[src/verilog/alu_cfg_pkg.sv]
package alu_cfg_pkg;

   // operand width used by the top level unless overridden
   parameter int XLEN_DEFAULT = 32;

   // bits needed to count 0 .. xlen-1, never less than one
   function automatic int cnt_width(input int xlen);
      int w;
      w = $clog2(xlen);
      if (w < 1) begin
         w = 1;
      end
      return w;
   endfunction

endpackage

[src/verilog/alu_op_pkg.sv]
package alu_op_pkg;

   // alu operation, selects what ends up in the result word
   typedef enum logic [2:0] {
      ALU_ADD  = 3'd0,
      ALU_SUB  = 3'd1,
      ALU_SLT  = 3'd2,
      ALU_SLTU = 3'd3,
      ALU_XOR  = 3'd4,
      ALU_OR   = 3'd5,
      ALU_AND  = 3'd6
   } alu_op_t;

   // branch style compare, selects the compare flag
   typedef enum logic [2:0] {
      CMP_EQ  = 3'd0,
      CMP_NE  = 3'd1,
      CMP_LT  = 3'd2,
      CMP_GE  = 3'd3,
      CMP_LTU = 3'd4,
      CMP_GEU = 3'd5
   } cmp_mode_t;

endpackage

[src/verilog/operand_serializer.sv]
module operand_serializer
   import alu_cfg_pkg::*;
   import alu_op_pkg::*;
#(
   parameter int XLEN = 32
) (
   input  logic            clk,
   input  logic            i_rst_n,
   input  logic            i_start,
   input  logic [XLEN-1:0] i_rs1,
   input  logic [XLEN-1:0] i_op_b,
   input  alu_op_t         i_op,
   input  cmp_mode_t       i_cmp_mode,
   output logic            o_busy,
   output logic            o_rs1_bit,
   output logic            o_op_b_bit,
   output logic            o_en,
   output logic            o_first,
   output logic            o_last,
   output alu_op_t         o_op,
   output cmp_mode_t       o_cmp_mode
);

   localparam int CW = cnt_width(XLEN);

   logic            busy_r;
   logic [CW-1:0]   cnt_r;
   logic [XLEN-1:0] rs1_sr;
   logic [XLEN-1:0] op_b_sr;

   always_ff @(posedge clk) begin
      if (!i_rst_n) begin
         busy_r <= 1'b0;
         cnt_r  <= '0;
      end else if (busy_r) begin
         cnt_r <= cnt_r + CW'(1);
         if (o_last) busy_r <= 1'b0;  // bit xlen-1 going out
      end else if (i_start) begin
         busy_r <= 1'b1;
         cnt_r  <= '0;
      end
   end

   // operand shift registers and op fields, loaded once per operation
   always_ff @(posedge clk) begin
      if (!busy_r && i_start) begin
         rs1_sr     <= i_rs1;
         op_b_sr    <= i_op_b;
         o_op       <= i_op;
         o_cmp_mode <= i_cmp_mode;
      end else if (busy_r) begin
         rs1_sr  <= rs1_sr >> 1;  // lsb first
         op_b_sr <= op_b_sr >> 1;
      end
   end

   assign o_busy     = busy_r;
   assign o_en       = busy_r;
   assign o_rs1_bit  = rs1_sr[0];
   assign o_op_b_bit = op_b_sr[0];
   assign o_first    = busy_r && (cnt_r == '0);
   assign o_last     = busy_r && (cnt_r == CW'(XLEN - 1));

   a_first_last : assert property (@(posedge clk) disable iff (!i_rst_n)
      !(o_first && o_last) || (XLEN == 1));

   a_start_busy : assert property (@(posedge clk) disable iff (!i_rst_n)
      !(i_start && busy_r))
      else $warning("protocol error: start while busy, ignored");

endmodule

[src/verilog/serial_adder.sv]
module serial_adder (
   input  logic clk,
   input  logic i_rst_n,
   input  logic i_en,
   input  logic i_a,
   input  logic i_b,
   input  logic i_cin_first,
   input  logic i_first,
   output logic o_sum
);

   logic carry_r;
   logic cin;
   logic cout;

   // bit 0 takes the preset, later bits the stored carry
   assign cin   = i_first ? i_cin_first : carry_r;
   assign o_sum = i_a ^ i_b ^ cin;
   assign cout  = (i_a & i_b) | (cin & (i_a ^ i_b));

   always_ff @(posedge clk) begin
      if (!i_rst_n) begin
         carry_r <= 1'b0;
      end else if (i_en) begin
         carry_r <= cout;
      end
   end

endmodule

[src/verilog/serial_alu.sv]
module serial_alu
   import alu_op_pkg::*;
(
   input  logic      clk,
   input  logic      i_rst_n,
   input  logic      i_en,
   input  logic      i_first,
   input  logic      i_last,
   input  logic      i_rs1_bit,
   input  logic      i_op_b_bit,
   input  alu_op_t   i_op,
   input  cmp_mode_t i_cmp_mode,
   output logic      o_rd_bit,
   output logic      o_en,
   output logic      o_last,
   output logic      o_cmp,
   output logic      o_lsb_from_cmp
);

   logic is_sub;
   logic is_slt_op;
   logic add_b;
   logic sum;
   logic diff;
   logic ne_r;
   logic lt_r;
   logic ne_prev;
   logic lt_prev;
   logic ne_cur;
   logic lt_u;
   logic lt_s;
   logic flag;

   assign is_sub    = (i_op == ALU_SUB);
   assign is_slt_op = (i_op == ALU_SLT) || (i_op == ALU_SLTU);
   assign add_b     = i_op_b_bit ^ is_sub;  // rs1 + ~b + 1

   serial_adder adder (
      .clk        (clk),
      .i_rst_n    (i_rst_n),
      .i_en       (i_en),
      .i_a        (i_rs1_bit),
      .i_b        (add_b),
      .i_cin_first(is_sub),
      .i_first    (i_first),
      .o_sum      (sum)
   );

   assign diff    = i_rs1_bit ^ i_op_b_bit;
   assign ne_prev = i_first ? 1'b0 : ne_r;
   assign lt_prev = i_first ? 1'b0 : lt_r;
   assign ne_cur  = ne_prev | diff;

   // higher differing bit overrides the lower ones
   assign lt_u = diff ? (~i_rs1_bit & i_op_b_bit) : lt_prev;
   // on the sign bit the negative operand is the smaller one
   assign lt_s = diff ? (i_rs1_bit & ~i_op_b_bit) : lt_prev;

   always_ff @(posedge clk) begin
      if (!i_rst_n) begin
         ne_r <= 1'b0;
         lt_r <= 1'b0;
      end else if (i_en) begin
         ne_r <= ne_cur;
         lt_r <= lt_u;
      end
   end

   always_comb begin
      if (i_op == ALU_SLT) begin
         flag = lt_s;
      end else if (i_op == ALU_SLTU) begin
         flag = lt_u;
      end else begin
         case (i_cmp_mode)
            CMP_EQ:  flag = ~ne_cur;
            CMP_NE:  flag = ne_cur;
            CMP_LT:  flag = lt_s;
            CMP_GE:  flag = ~lt_s;
            CMP_LTU: flag = lt_u;
            CMP_GEU: flag = ~lt_u;
            default: flag = 1'b0;
         endcase
      end
   end

   always_comb begin
      case (i_op)
         ALU_ADD, ALU_SUB: o_rd_bit = sum;
         ALU_XOR:          o_rd_bit = diff;
         ALU_OR:           o_rd_bit = i_rs1_bit | i_op_b_bit;
         ALU_AND:          o_rd_bit = i_rs1_bit & i_op_b_bit;
         default:          o_rd_bit = 1'b0;  // slt/sltu, patched later
      endcase
   end

   assign o_cmp          = flag;  // meaningful on the last bit only
   assign o_en           = i_en;
   assign o_last         = i_en & i_last;
   assign o_lsb_from_cmp = i_en & i_last & is_slt_op;

   a_op_legal : assert property (@(posedge clk) disable iff (!i_rst_n)
      i_en |-> i_op inside {ALU_ADD, ALU_SUB, ALU_SLT, ALU_SLTU,
                            ALU_XOR, ALU_OR, ALU_AND});

endmodule

[src/verilog/result_deserializer.sv]
module result_deserializer #(
   parameter int XLEN = 32
) (
   input  logic            clk,
   input  logic            i_rst_n,
   input  logic            i_en,
   input  logic            i_last,
   input  logic            i_rd_bit,
   input  logic            i_cmp,
   input  logic            i_lsb_from_cmp,
   output logic            o_done,
   output logic [XLEN-1:0] o_result,
   output logic            o_cmp
);

   logic [XLEN-1:0] collect_r;
   logic [XLEN-1:0] word;

   // new bit enters at the top, after xlen bits the lsb sits at bit 0
   assign word = {i_rd_bit, collect_r[XLEN-1:1]};

   always_ff @(posedge clk) begin
      if (i_en) begin
         collect_r <= word;
      end
   end

   always_ff @(posedge clk) begin
      if (!i_rst_n) begin
         o_done   <= 1'b0;
         o_result <= '0;
         o_cmp    <= 1'b0;
      end else begin
         o_done <= i_en & i_last;
         if (i_en && i_last) begin
            if (i_lsb_from_cmp) begin
               o_result <= XLEN'(i_cmp);  // set-less-than gives 0 or 1
            end else begin
               o_result <= word;
            end
            o_cmp <= i_cmp;
         end
      end
   end

   a_done_pulse : assert property (@(posedge clk) disable iff (!i_rst_n)
      o_done |=> !o_done);

endmodule

[src/verilog/serial_alu_top.sv]
module serial_alu_top
   import alu_cfg_pkg::*;
   import alu_op_pkg::*;
#(
   parameter int XLEN = XLEN_DEFAULT
) (
   input  logic            clk,
   input  logic            i_rst_n,
   input  logic            i_start,
   input  logic [XLEN-1:0] i_rs1,
   input  logic [XLEN-1:0] i_op_b,
   input  alu_op_t         i_op,
   input  cmp_mode_t       i_cmp_mode,
   output logic            o_busy,
   output logic            o_done,
   output logic [XLEN-1:0] o_result,
   output logic            o_cmp
);

   // serializer to alu
   logic      s_rs1_bit;
   logic      s_op_b_bit;
   logic      s_en;
   logic      s_first;
   logic      s_last;
   alu_op_t   s_op;
   cmp_mode_t s_cmp_mode;

   // alu to deserializer
   logic      a_rd_bit;
   logic      a_en;
   logic      a_last;
   logic      a_cmp;
   logic      a_lsb_from_cmp;

   operand_serializer #(.XLEN(XLEN)) u_ser (
      .clk       (clk),
      .i_rst_n   (i_rst_n),
      .i_start   (i_start),
      .i_rs1     (i_rs1),
      .i_op_b    (i_op_b),
      .i_op      (i_op),
      .i_cmp_mode(i_cmp_mode),
      .o_busy    (o_busy),
      .o_rs1_bit (s_rs1_bit),
      .o_op_b_bit(s_op_b_bit),
      .o_en      (s_en),
      .o_first   (s_first),
      .o_last    (s_last),
      .o_op      (s_op),
      .o_cmp_mode(s_cmp_mode)
   );

   serial_alu u_alu (
      .clk           (clk),
      .i_rst_n       (i_rst_n),
      .i_en          (s_en),
      .i_first       (s_first),
      .i_last        (s_last),
      .i_rs1_bit     (s_rs1_bit),
      .i_op_b_bit    (s_op_b_bit),
      .i_op          (s_op),
      .i_cmp_mode    (s_cmp_mode),
      .o_rd_bit      (a_rd_bit),
      .o_en          (a_en),
      .o_last        (a_last),
      .o_cmp         (a_cmp),
      .o_lsb_from_cmp(a_lsb_from_cmp)
   );

   result_deserializer #(.XLEN(XLEN)) u_des (
      .clk           (clk),
      .i_rst_n       (i_rst_n),
      .i_en          (a_en),
      .i_last        (a_last),
      .i_rd_bit      (a_rd_bit),
      .i_cmp         (a_cmp),
      .i_lsb_from_cmp(a_lsb_from_cmp),
      .o_done        (o_done),
      .o_result      (o_result),
      .o_cmp         (o_cmp)
   );

endmodule

[config.mk]
export PLATFORM = sky130hd
export DESIGN_NAME = serial_alu_top
export DESIGN_NICKNAME = d
export VERILOG_FILES = /design/src/verilog/alu_cfg_pkg.sv /design/src/verilog/alu_op_pkg.sv /design/src/verilog/operand_serializer.sv /design/src/verilog/serial_adder.sv /design/src/verilog/serial_alu.sv /design/src/verilog/result_deserializer.sv /design/src/verilog/serial_alu_top.sv
export SDC_FILE = /design/constraint.sdc
export NUM_CORES = 1
export LEC_CHECK = 0
export BUFFER_PORTS_ARGS = -buffer_cell sky130_fd_sc_hd__buf_2
export CAP_MARGIN = 20
export CORE_MARGIN = 5
export CORE_UTILIZATION = 49
export CTS_CLUSTER_DIAMETER = 100
export DETAILED_ROUTE_END_ITERATION = 16
export PLACE_DENSITY = 0.75
export SLEW_MARGIN = 5
export SYNTH_ARGS = -nofsm -noshare
export SYNTH_HDL_FRONTEND = slang
export SYNTH_SLANG_ARGS = --single-unit
[constraint.sdc]
create_clock -name clk -period 2.8 [get_ports clk]
set_clock_uncertainty 0.1 [all_clocks]
set_input_delay 0.28 -clock clk [delete_from_list [all_inputs] [get_ports clk]]
set_output_delay 0.28 -clock clk [all_outputs]
set_load 0.1 [all_outputs]
== Word level (Yosys, flattened, before mapping) ==
Index checks and enable logic that the tools add are counted.

* Latch bits: 0
* Flip-flop bits (word level): 145
* Bits in writable memories: 0
* Memories kept: 0
* Word-level logic and storage cells: 77
* Memory bits (read-only): 0

* $add $sub $neg: 1
* Multiply operators: 0
* Multiplexer cells: 19
* Bitwise logic cells: 20
* Reduce and logical (&&, ||, !) cells: 12
* Div/mod/pow operators: 0
* Shift operators: 0
* Eq/ne operators: 12
* Magnitude comparators: 0

{| class="wikitable"
|+ Operators with widths
! operator !! count
|-
| 2-to-1 mux 32 bit || 5
|-
| equality test 3 bit, second input constant || 5
|-
| equality test 3 x 2 -> 1 bit, second input constant || 4
|-
| 2-to-1 mux 1 bit || 10
|-
| 2-to-1 mux 5 bit || 2
|-
| bitwise AND 1 bit || 8
|-
| equality test 3 x 1 -> 1 bit, second input constant || 2
|-
| logical NOT 3 bit || 2
|-
| case mux 1 bit (6 select lines) || 1
|-
| adder 5 x 1 -> 5 bit, second input constant || 1
|-
| equality test 5 bit, second input constant || 1
|-
| logical NOT 5 bit || 1
|-
| NOT 1 bit || 5
|-
| logical AND 1 bit || 4
|-
| case mux 1 bit (4 select lines) || 1
|-
| nonzero test 2 bit || 2
|-
| XOR 1 bit || 4
|-
| OR 1 bit || 3
|-
| OR reduction 2 bit || 1
|-
| logical NOT 1 bit || 1
|-
| logical OR 1 bit || 1
|}

== Logic depth before layout (Yosys ltp) ==
Gate-level depths: netlist of run 1.

* Depth after elaboration: 9
* Mapped depth: 8
* Gate-level depth less buffers: 8

== Cells and area by module ==
A second synthesis of run 1 with hierarchy kept.

* Cells, all modules: 420
* Area total of the unflattened synthesis: 6448.7 sq um

{| class="wikitable"
|+ By module, submodules not included
! module !! area each (sq um) !! sequential area each (sq um) !! cells each !! instances
|-
| operand_serializer || 3462.1 || 2222.1 || 180 || 1
|-
| result_deserializer || 2549.9 || 1611.5 || 186 || 1
|-
| serial_alu || 365.4 || 40.0 || 49 || 1
|-
| serial_adder || 71.3 || 20.0 || 5 || 1
|}

== Least setup slack after synthesis of run 1 ==
No wires, ideal clock.

* Kind: register to register
* Start point: reg u_ser.busy_r, in the netlist u_ser.o_busy
* End point: reg u_ser.op_b_sr[0], enable pin
* Data arrival time: 3.232 ns
* Path buffers: 1
* Clock period less this slack: 3.750 ns
* Cell stages (with the launch flop): 4
* Path slack: -0.950 ns
* Path through: dfxtp_1 -> buf_6 -> nor2_1 -> inv_1

* Cells in the longest elaborated chain, start to end: 3

{| class="wikitable"
|+ Ends and longest elaborated chain
! item !! line !! RTL
|-
| start, declared || operand_serializer.sv:26 || <nowiki>logic busy_r;</nowiki>
|-
| start signal, assigned || operand_serializer.sv:33 || <nowiki>busy_r <= 1'b0;</nowiki>
|-
| start signal, assigned || operand_serializer.sv:37 || <nowiki>if (o_last) busy_r <= 1'b0;</nowiki>
|-
| start signal, assigned || operand_serializer.sv:39 || <nowiki>busy_r <= 1'b1;</nowiki>
|-
| logical NOT 1 bit || operand_serializer.sv:46 || <nowiki>if (!busy_r && i_start) begin</nowiki>
|-
| logical AND 1 bit || operand_serializer.sv:46 ||
|-
| nonzero test 2 bit (no line) (*) || n/a ||
|-
| end signal, assigned || operand_serializer.sv:48 || <nowiki>op_b_sr <= i_op_b;</nowiki>
|-
| end signal, assigned || operand_serializer.sv:53 || <nowiki>op_b_sr <= op_b_sr >> 1;</nowiki>
|-
| end, declared || operand_serializer.sv:29 || <nowiki>logic [XLEN-1:0] op_b_sr;</nowiki>
|}

Every way passes the cells marked *; elsewhere a longest branch is shown, timed or not.
A chain may end at the register's enable or synchronous reset.

== Worst setup path in the final report of run 1 ==
* Start point: reg u_ser.cnt_r[0]
* End point: reg u_des.o_result[31]

* Cells in the longest elaborated chain, start to end: 6

{| class="wikitable"
|+ Ends and longest elaborated chain
! item !! line !! RTL
|-
| start, declared || operand_serializer.sv:27 || <nowiki>logic [CW-1:0] cnt_r;</nowiki>
|-
| start signal, assigned || operand_serializer.sv:36 || <nowiki>cnt_r <= cnt_r + CW'(1);</nowiki>
|-
| logical NOT 5 bit || operand_serializer.sv:61 || <nowiki>assign o_first = busy_r && (cnt_r == '0);</nowiki>
|-
| logical AND 1 bit || operand_serializer.sv:61 ||
|-
| 2-to-1 mux 1 bit || serial_adder.sv:17 || <nowiki>assign cin = i_first ? i_cin_first : carry_r;</nowiki>
|-
| XOR 1 bit || serial_adder.sv:18 || <nowiki>assign o_sum = i_a ^ i_b ^ cin;</nowiki>
|-
| case mux 1 bit (4 select lines) || serial_alu.sv:88 || <nowiki>case (i_op)</nowiki>
|-
| net a_rd_bit || serial_alu_top.sv:30 || <nowiki>logic a_rd_bit;</nowiki>
|-
| 2-to-1 mux 32 bit || result_deserializer.sv:36 || <nowiki>if (i_lsb_from_cmp) begin</nowiki>
|-
| end signal, assigned || result_deserializer.sv:37 || <nowiki>o_result <= XLEN'(i_cmp);</nowiki>
|-
| end signal, assigned || result_deserializer.sv:39 || <nowiki>o_result <= word;</nowiki>
|-
| end, declared || result_deserializer.sv:12 || <nowiki>output logic [XLEN-1:0] o_result,</nowiki>
|}

The timed path passes the listed nets, and every way through them passes these cells.

==> qor.csv, run 1 <==
metric;value;unit
routed_via_density;5.37;
synth_compound_area_share;8.03;%
ios;108;
clk_path_buf_depth;2;
syn_area;5640;sq um
nFillCells;889;
regArea;3900;sq um
drv_cap;0;
multiInputGateArea;1650;sq um
tns;0;ps
routabilityCongestion;0.797;
worstSetupEndpointType;flip-flop;
drive_gt1_share;43.9;%
grt_setup_unrepaired;no;
cts.sinks;144;
insertion_delay;410;ps
r2r_end;u_des.o_result[31];
critical_path.startpoint;u_ser.cnt_r[0];
nets;555;
post-cts-setup-buffer-count;0;
p_leak;2.80;nW
reg2reg_from;u_ser.cnt_r[0];
maxSlewHeadroom;52.6;%
min_path_type;input pin to flip-flop;
synth_cell_type_count;42;
finalCriticalPeriod;2360;ps
ys.flop_type;edfxtp_1;
track_usage;15.7;%
grt_remaining_overflow;0;
critPathArrivalTime;2560;ps
cts_tree;done;
route.detailed.drc;0;
path_max_fanout;5;
start_kind;flip-flop;
post-route-period-util;84.3;%
synth-xor-area-share;0.621;%
wl_per_cell;16.8;um
die_w;117;um
crit_path_end;u_des.o_result[31];
wl;10600;um
synth_top_family_by_area;multiplexers;
worstPathRequired;3000;ps
yosysSeqAreaShare;69.0;%
reg2regPathDepth;8;
grt_start_max_net_pins;71;
synth_edf_count;101;
hold_depth;2;
regToRegSetupSlack;440;ps
yosysWarnings;0;
synthMuxAreaShare;13.1;%
area_growth;25.1;%
dieArea;13800;sq um
grt_pass1_vias;3430;
start_util;49.6;%
crit_type;flip-flop to flip-flop;
timing.fmax;424;MHz
drt_iter0_drc;212;
power_density;736;nW/um^2
worst_slew_pin_slew;707;ps
grt_pass1_wl;17300;um
holdWs;49.1;ps
syn_inst;353;
syn_nets;434;
cts_buffers;17;
dp_hpwl;6930;um
die_h;117;um
antenna_found_initial;0;
clkSlewWorstSetupHoldPaths;50;ps
peakVddDrop;607;uV
hold_violations;0;
yosys.area_share.simple;5.32;%
synthAdderAreaFrac;1.91;%
setup-violations-final;0;
core;11400;sq um
slew_viol_final;0;
antennaDiodeCount;0;
htreeDepth;4;
fp-row-count;39;
port_buffers;107;
synth-seq-cells;144;
cts-root-buf;clkbuf_16;
outcome;completed;
ant_nets;0;
via_count;3384;
dr.pass1.iters;4;
async_flop_share;0;%
avgSynthCellArea;16.0;sq um
[sequential cells by signal (all words and copies together) (netlist names)]
register and flops:
u_alu.adder.carry_r 1, u_alu.lt_r 1, u_alu.ne_r 1, u_des.collect_r 31, u_des.o_cmp 1, u_des.o_done 1
u_des.o_result 32, u_ser.cnt_r 5, u_ser.o_busy 1, u_ser.o_cmp_mode 3, u_ser.o_op 3, u_ser.op_b_sr 32
u_ser.rs1_sr 32
[cell families after synthesis]
kind of cell / count (synthesis)
and+or+nand+nor: 48
buffers and inverters: 24
xor gates and xnor gates: 4
DFF: 144
adders and majority gates: 8
AOI/OAI and AO/OA: 59
muxes: 66
[power breakdown]
part	internal, mW	switching (mW)	leakage (nW)
logic	0.205	0.183	1.15
clock network	1.44	0.827	0.307
registers	2.48	0.0597	1.35
total	4.12	1.07	2.80
[Yosys cell counts, types with 2 or more instances]
| master | count | area (sq um) |
|---|---|---|
| a21oi_1 | 6 | 30.0 |
| a22o_1 | 32 | 280 |
| a31o_1 | 2 | 17.5 |
| and2_1 | 3 | 18.8 |
| buf_2 | 5 | 25.0 |
| buf_6 | 2 | 22.5 |
| clkbuf_1 | 9 | 33.8 |
| dfxtp_1 | 43 | 861 |
| edfxtp_1 | 101 | 3030 |
| ha_1 | 7 | 87.6 |
| inv_1 | 7 | 26.3 |
| mux2_2 | 64 | 721 |
| mux2i_1 | 2 | 20.0 |
| nand2_1 | 8 | 30.0 |
| nand3_1 | 3 | 15.0 |
| nor2_1 | 4 | 15.0 |
| nor2b_1 | 13 | 81.3 |
| nor3b_1 | 5 | 37.5 |
| o211ai_1 | 2 | 15.0 |
| o21ai_0 | 9 | 45.0 |
| or3_1 | 2 | 12.5 |
| or4_1 | 2 | 15.0 |
| xnor2_1 | 3 | 26.3 |
[critical path: stages, from the launching register on]
cell	delay [ps]
dfxtp_1	350
inv_1	70
ha_1	180
nand4bb_4	140
nor2_1	200
mux2_2	370
fa_1	420
a22o_1	220
a22o_1	200
[how the worst min path moves through the flow]
stage,endpoint,startpoint
floorplan,u_ser.o_cmp_mode[0],i_cmp_mode[0]
global placement,u_des.collect_r[22],u_des.collect_r[23]
detailed placement,u_des.collect_r[10],u_des.collect_r[11]
CTS,u_ser.op_b_sr[31],i_op_b[31]
global route,u_ser.op_b_sr[31],i_op_b[31]
finish,u_ser.op_b_sr[31],i_op_b[31]
[stage by stage]
| stage | instances | utilization (%) | area, sq um | worst slack (ps) | total power [mW] |
|---|---|---|---|---|---|
| after floorplan | 353 | - | 5650 | 198 | 2.83 |
| after global placement | 592 | 56.1 | 6370 | 502 | 2.94 |
| after detailed placement | 592 | 56.1 | 6370 | 445 | 2.96 |
| after CTS | 630 | 62.1 | 7060 | 440 | 5.25 |
| after global routing | 630 | 62.1 | 7060 | 339 | 5.41 |
| final | 630 | 62.1 | 7060 | 441 | 5.19 |
[metal layers]
metal	wire (um)	vias to the layer above	global-route usage, %
met5	0	-	0
met4	165	0	7.11
met3	939	16	7.75
met1	4590	1648	19.4
li1	-	1601	-
met2	4870	119	23.0
[timing repair]
item | CTS | global route
gates resized for setup | 0 | 0
endpoints found under the hold margin | 6 | 0
hold buffers | 6 | 0
endpoints found under the setup margin | 0 | 0
[cell type report]
class                   instances  share of cell area, %
flip-flops and latches        144                   55.2
well taps                     143                   2.54
multi-input cells             185                   23.4
repair buffers                119                   9.61
clock buffers                  27                   8.33
inverters                       7                  0.426
clock inverters                 5                  0.461
[layout by cell type, fill, tap and decap left out, types with 2 or more instances in the layout]
master	Yosys	layout
buf_2	5	107
edfxtp_1	101	101
mux2_2	64	64
dfxtp_1	43	42
a22o_1	32	32
clkbuf_16	0	21
nor2b_1	13	12
o21ai_0	9	9
nand2_1	8	8
ha_1	7	7
inv_1	7	6
a21oi_1	6	6
dlygate4sd3_1	0	6
nor3b_1	5	5
clkbuf_8	0	4
nor2_1	4	3
xnor2_1	3	3
nand3_1	3	3
and2_1	3	3
buf_4	0	3
buf_12	0	3
clkinvlp_4	0	2
o211ai_1	2	2
mux2i_1	2	2
or3_1	2	2
or4_1	2	2
a31o_1	2	2
clkbuf_1	9	2
clkinv_2	0	2
Power figures use the tool's default switching activity.
==> inputs of run 2 (changes only) <==
Settings changed: CORE_UTILIZATION 49 to 52, PLACE_DENSITY 0.75 to 0.76.
Clock period 2.8 ns to 2.3 ns, I/O delays scaled along.
==> qor.csv, run 2 (synthesis gave the netlist of run 1 again) <==
metric;value;unit;change
grt_pass1_wl;18700;um;+8.6%
crit_type;flip-flop to flip-flop;;
tns;0;ps;unchanged
antennaDiodeCount;0;;unchanged
worstSetupEndpointType;flip-flop;;
ios;108;;unchanged
area_growth;36.4;%;
slew_viol_final;0;;unchanged
internal_power;4.77;mW;+16%
drv_cap;0;;unchanged
final_common_cell;buf_2;;
cts.sinks;144;;unchanged
placed_cells;592;;unchanged
hold_violations;0;;unchanged
routabilityCongestion;0.805;;+1.0%
slowest_delay;550;ps;+130 ps
clkSlewWorstSetupHoldPaths;60;ps;about the same
grt_remaining_overflow;0;;unchanged
p_comb_share;9.6;%;+2.1 points
port_buffers;107;;unchanged
wl;11800;um;+12%
hold_depth;2;;unchanged
maxSlewHeadroom;62.9;%;+10 points
regToRegSetupSlack;80;ps;-360 ps
swShare;22.5;%;+1.9 points
final_cell_mix;106 x buf_2, 101 x edfxtp_1, 73 x dlygate4sd3_1;;
peakVddDrop;768;uV;+27%
route.detailed.drc;0;;unchanged
start_kind;flip-flop;;
antenna_found_initial;0;;unchanged
timing.fmax;451;MHz;+6.4%
cp.buffers_inverters;1;;unchanged
track_usage;18.7;%;+3.1 points
setup-violations-final;0;;unchanged
worstPathRequired;2650;ps;-350 ps
clkPwrFrac;40.2;%;-3.5 points
wl_per_cell;16.9;um;+0.83%
dp_hpwl;6830;um;-1.4%
insertion_delay;520;ps;+110 ps
seqPwrFrac;50.1;%;+1.3 points
worst_slew_pin_slew;557;ps;-150 ps
r2r_end;u_des.o_cmp;;
reg2reg_from;u_ser.op_b_sr[0];;
grt_start_max_net_pins;71;;unchanged
outcome;completed;;
cts_buffers;17;;unchanged
crit_chain;inv_2 > ha_2 > or4_1 > a31o_1 > a32o_1 > a21oi_2;;
path_max_fanout;7;;+2
drt_iter0_drc;250;;+18%
routed_via_density;5.25;;-2.3%
switchingPower;1.39;mW;+30%
core;10700;sq um;-5.5%
reg2regPathDepth;6;;-2
fp-row-count;38;;-2.6%
p_leak;3.06;nW;+9.3%
reg.largest.list;u_des.o_result x32, u_ser.op_b_sr x32, u_ser.rs1_sr x32;;
grt_setup_unrepaired;yes;;
cts_tree;done;;
ant_nets;0;;unchanged
holdWs;327;ps;+277 ps
fin_cells;697;;+11%
post-route-period-util;96.4;%;+12 points
critPathArrivalTime;2570;ps;about the same
finalCriticalPeriod;2220;ps;-141 ps
dieArea;13000;sq um;-5.3%
via_count;3657;;+8.1%
critical_path.top_delay_family;compound AO/OA/AOI/OAI gates;;
htreeDepth;4;;unchanged
slowest_stage;or4_1;;
cts-root-buf;clkbuf_8;;
drive_gt1_share;40.2;%;-3.7 points
power_density;801;nW/um^2;+8.8%
start_util;52.5;%;+2.9 points
post-cts-setup-buffer-count;0;;unchanged
finish.utilization;71.6;%;+9.6 points
whs_endpoint;u_ser.o_cmp_mode[0];;
dr.pass1.iters;4;;unchanged
nets;625;;+13%
die_h;114;um;-2.7%
min-delay-start;i_cmp_mode[0];;
grt_pass1_vias;3658;;+6.6%
clk_path_buf_depth;2;;unchanged
min_path_type;input pin to flip-flop;;
die_w;114;um;-2.7%
==> run 2: changes by cell type in the layout (fill, tap and decap cells not counted), moves of 2 or more <==
| cell | previous run | this run |
|---|---|---|
| dfxtp_2 | 0 | 2 |
| inv_1 | 6 | 4 |
| inv_4 | 1 | 4 |
| clkinv_4 | 0 | 3 |
| dfxtp_1 | 42 | 40 |
| clkbuf_16 | 21 | 17 |
| ha_1 | 7 | 5 |
| inv_2 | 0 | 2 |
| dlygate4sd3_1 | 6 | 73 |
| clkbuf_8 | 4 | 2 |
| buf_4 | 3 | 5 |
| ha_2 | 0 | 2 |
==> run 2: power by group through the flow <==
stage / Combinational (mW) / Clock (mW) / Sequential (mW)
floorplan: 0.322 / 0 / 3.13
global placement: 0.465 / 0 / 3.13
detailed placement: 0.485 / 0 / 3.14
CTS: 0.586 / 2.52 / 3.08
global route: 0.648 / 2.65 / 3.10
finish: 0.594 / 2.48 / 3.09
==> run 2: cell type report <==
type                            count  area, sq um
Clock buffer                       21          460
Clock inverter                     11         77.6
Fill cell                         731         3050
Inverter                            7         30.0
Multi-Input combinational cell    185         1670
Sequential cell                   144         3900
Tap cell                          140          175
Timing Repair Buffer              189         1390
==> run 2: repair_timing <==
| item | in CTS | in global routing |
|---|---|---|
| gates resized for setup | 0 | 7 |
| setup endpoints to repair | 0 | 4 |
| endpoints found under the hold margin | 78 | 0 |
| hold buffers | 73 | 0 |
==> run 2: per-stage QoR <==
stage                     setup WS (ps)  total power, mW  cell area [sq um]
after detailed placement           35.8             3.62               6420
final                              81.8             6.16               7700
after floorplan                    -230             3.45               5660
after global routing              -17.9             6.40               7700
after CTS                          5.53             6.19               7690
after global placement             83.5             3.59               6420
==> run 2: worst max-delay path by stage <==
stage,startpoint,end,cells past startpoint
final,u_ser.op_b_sr[0],u_des.o_cmp,6
after detailed placement,u_ser.cnt_r[0],u_des.o_result[31],8
after global placement,u_ser.cnt_r[0],u_des.o_result[31],8
after global routing,u_ser.cnt_r[0],u_des.o_result[31],8
after CTS,u_ser.o_busy,o_busy,2
after floorplan,u_ser.o_busy,u_des.o_result[31],7
==> run 2: routing by layer <==
metal / vias to the layer above / share of wire [%] / global-route usage, %
met3: 19 / 6.8 / 5.97
met4: 0 / 1.7 / 7.21
met1: 1776 / 42 / 23.4
met2: 122 / 49 / 30.6
li1: 1740 / - / -
met5: - / 0 / 0
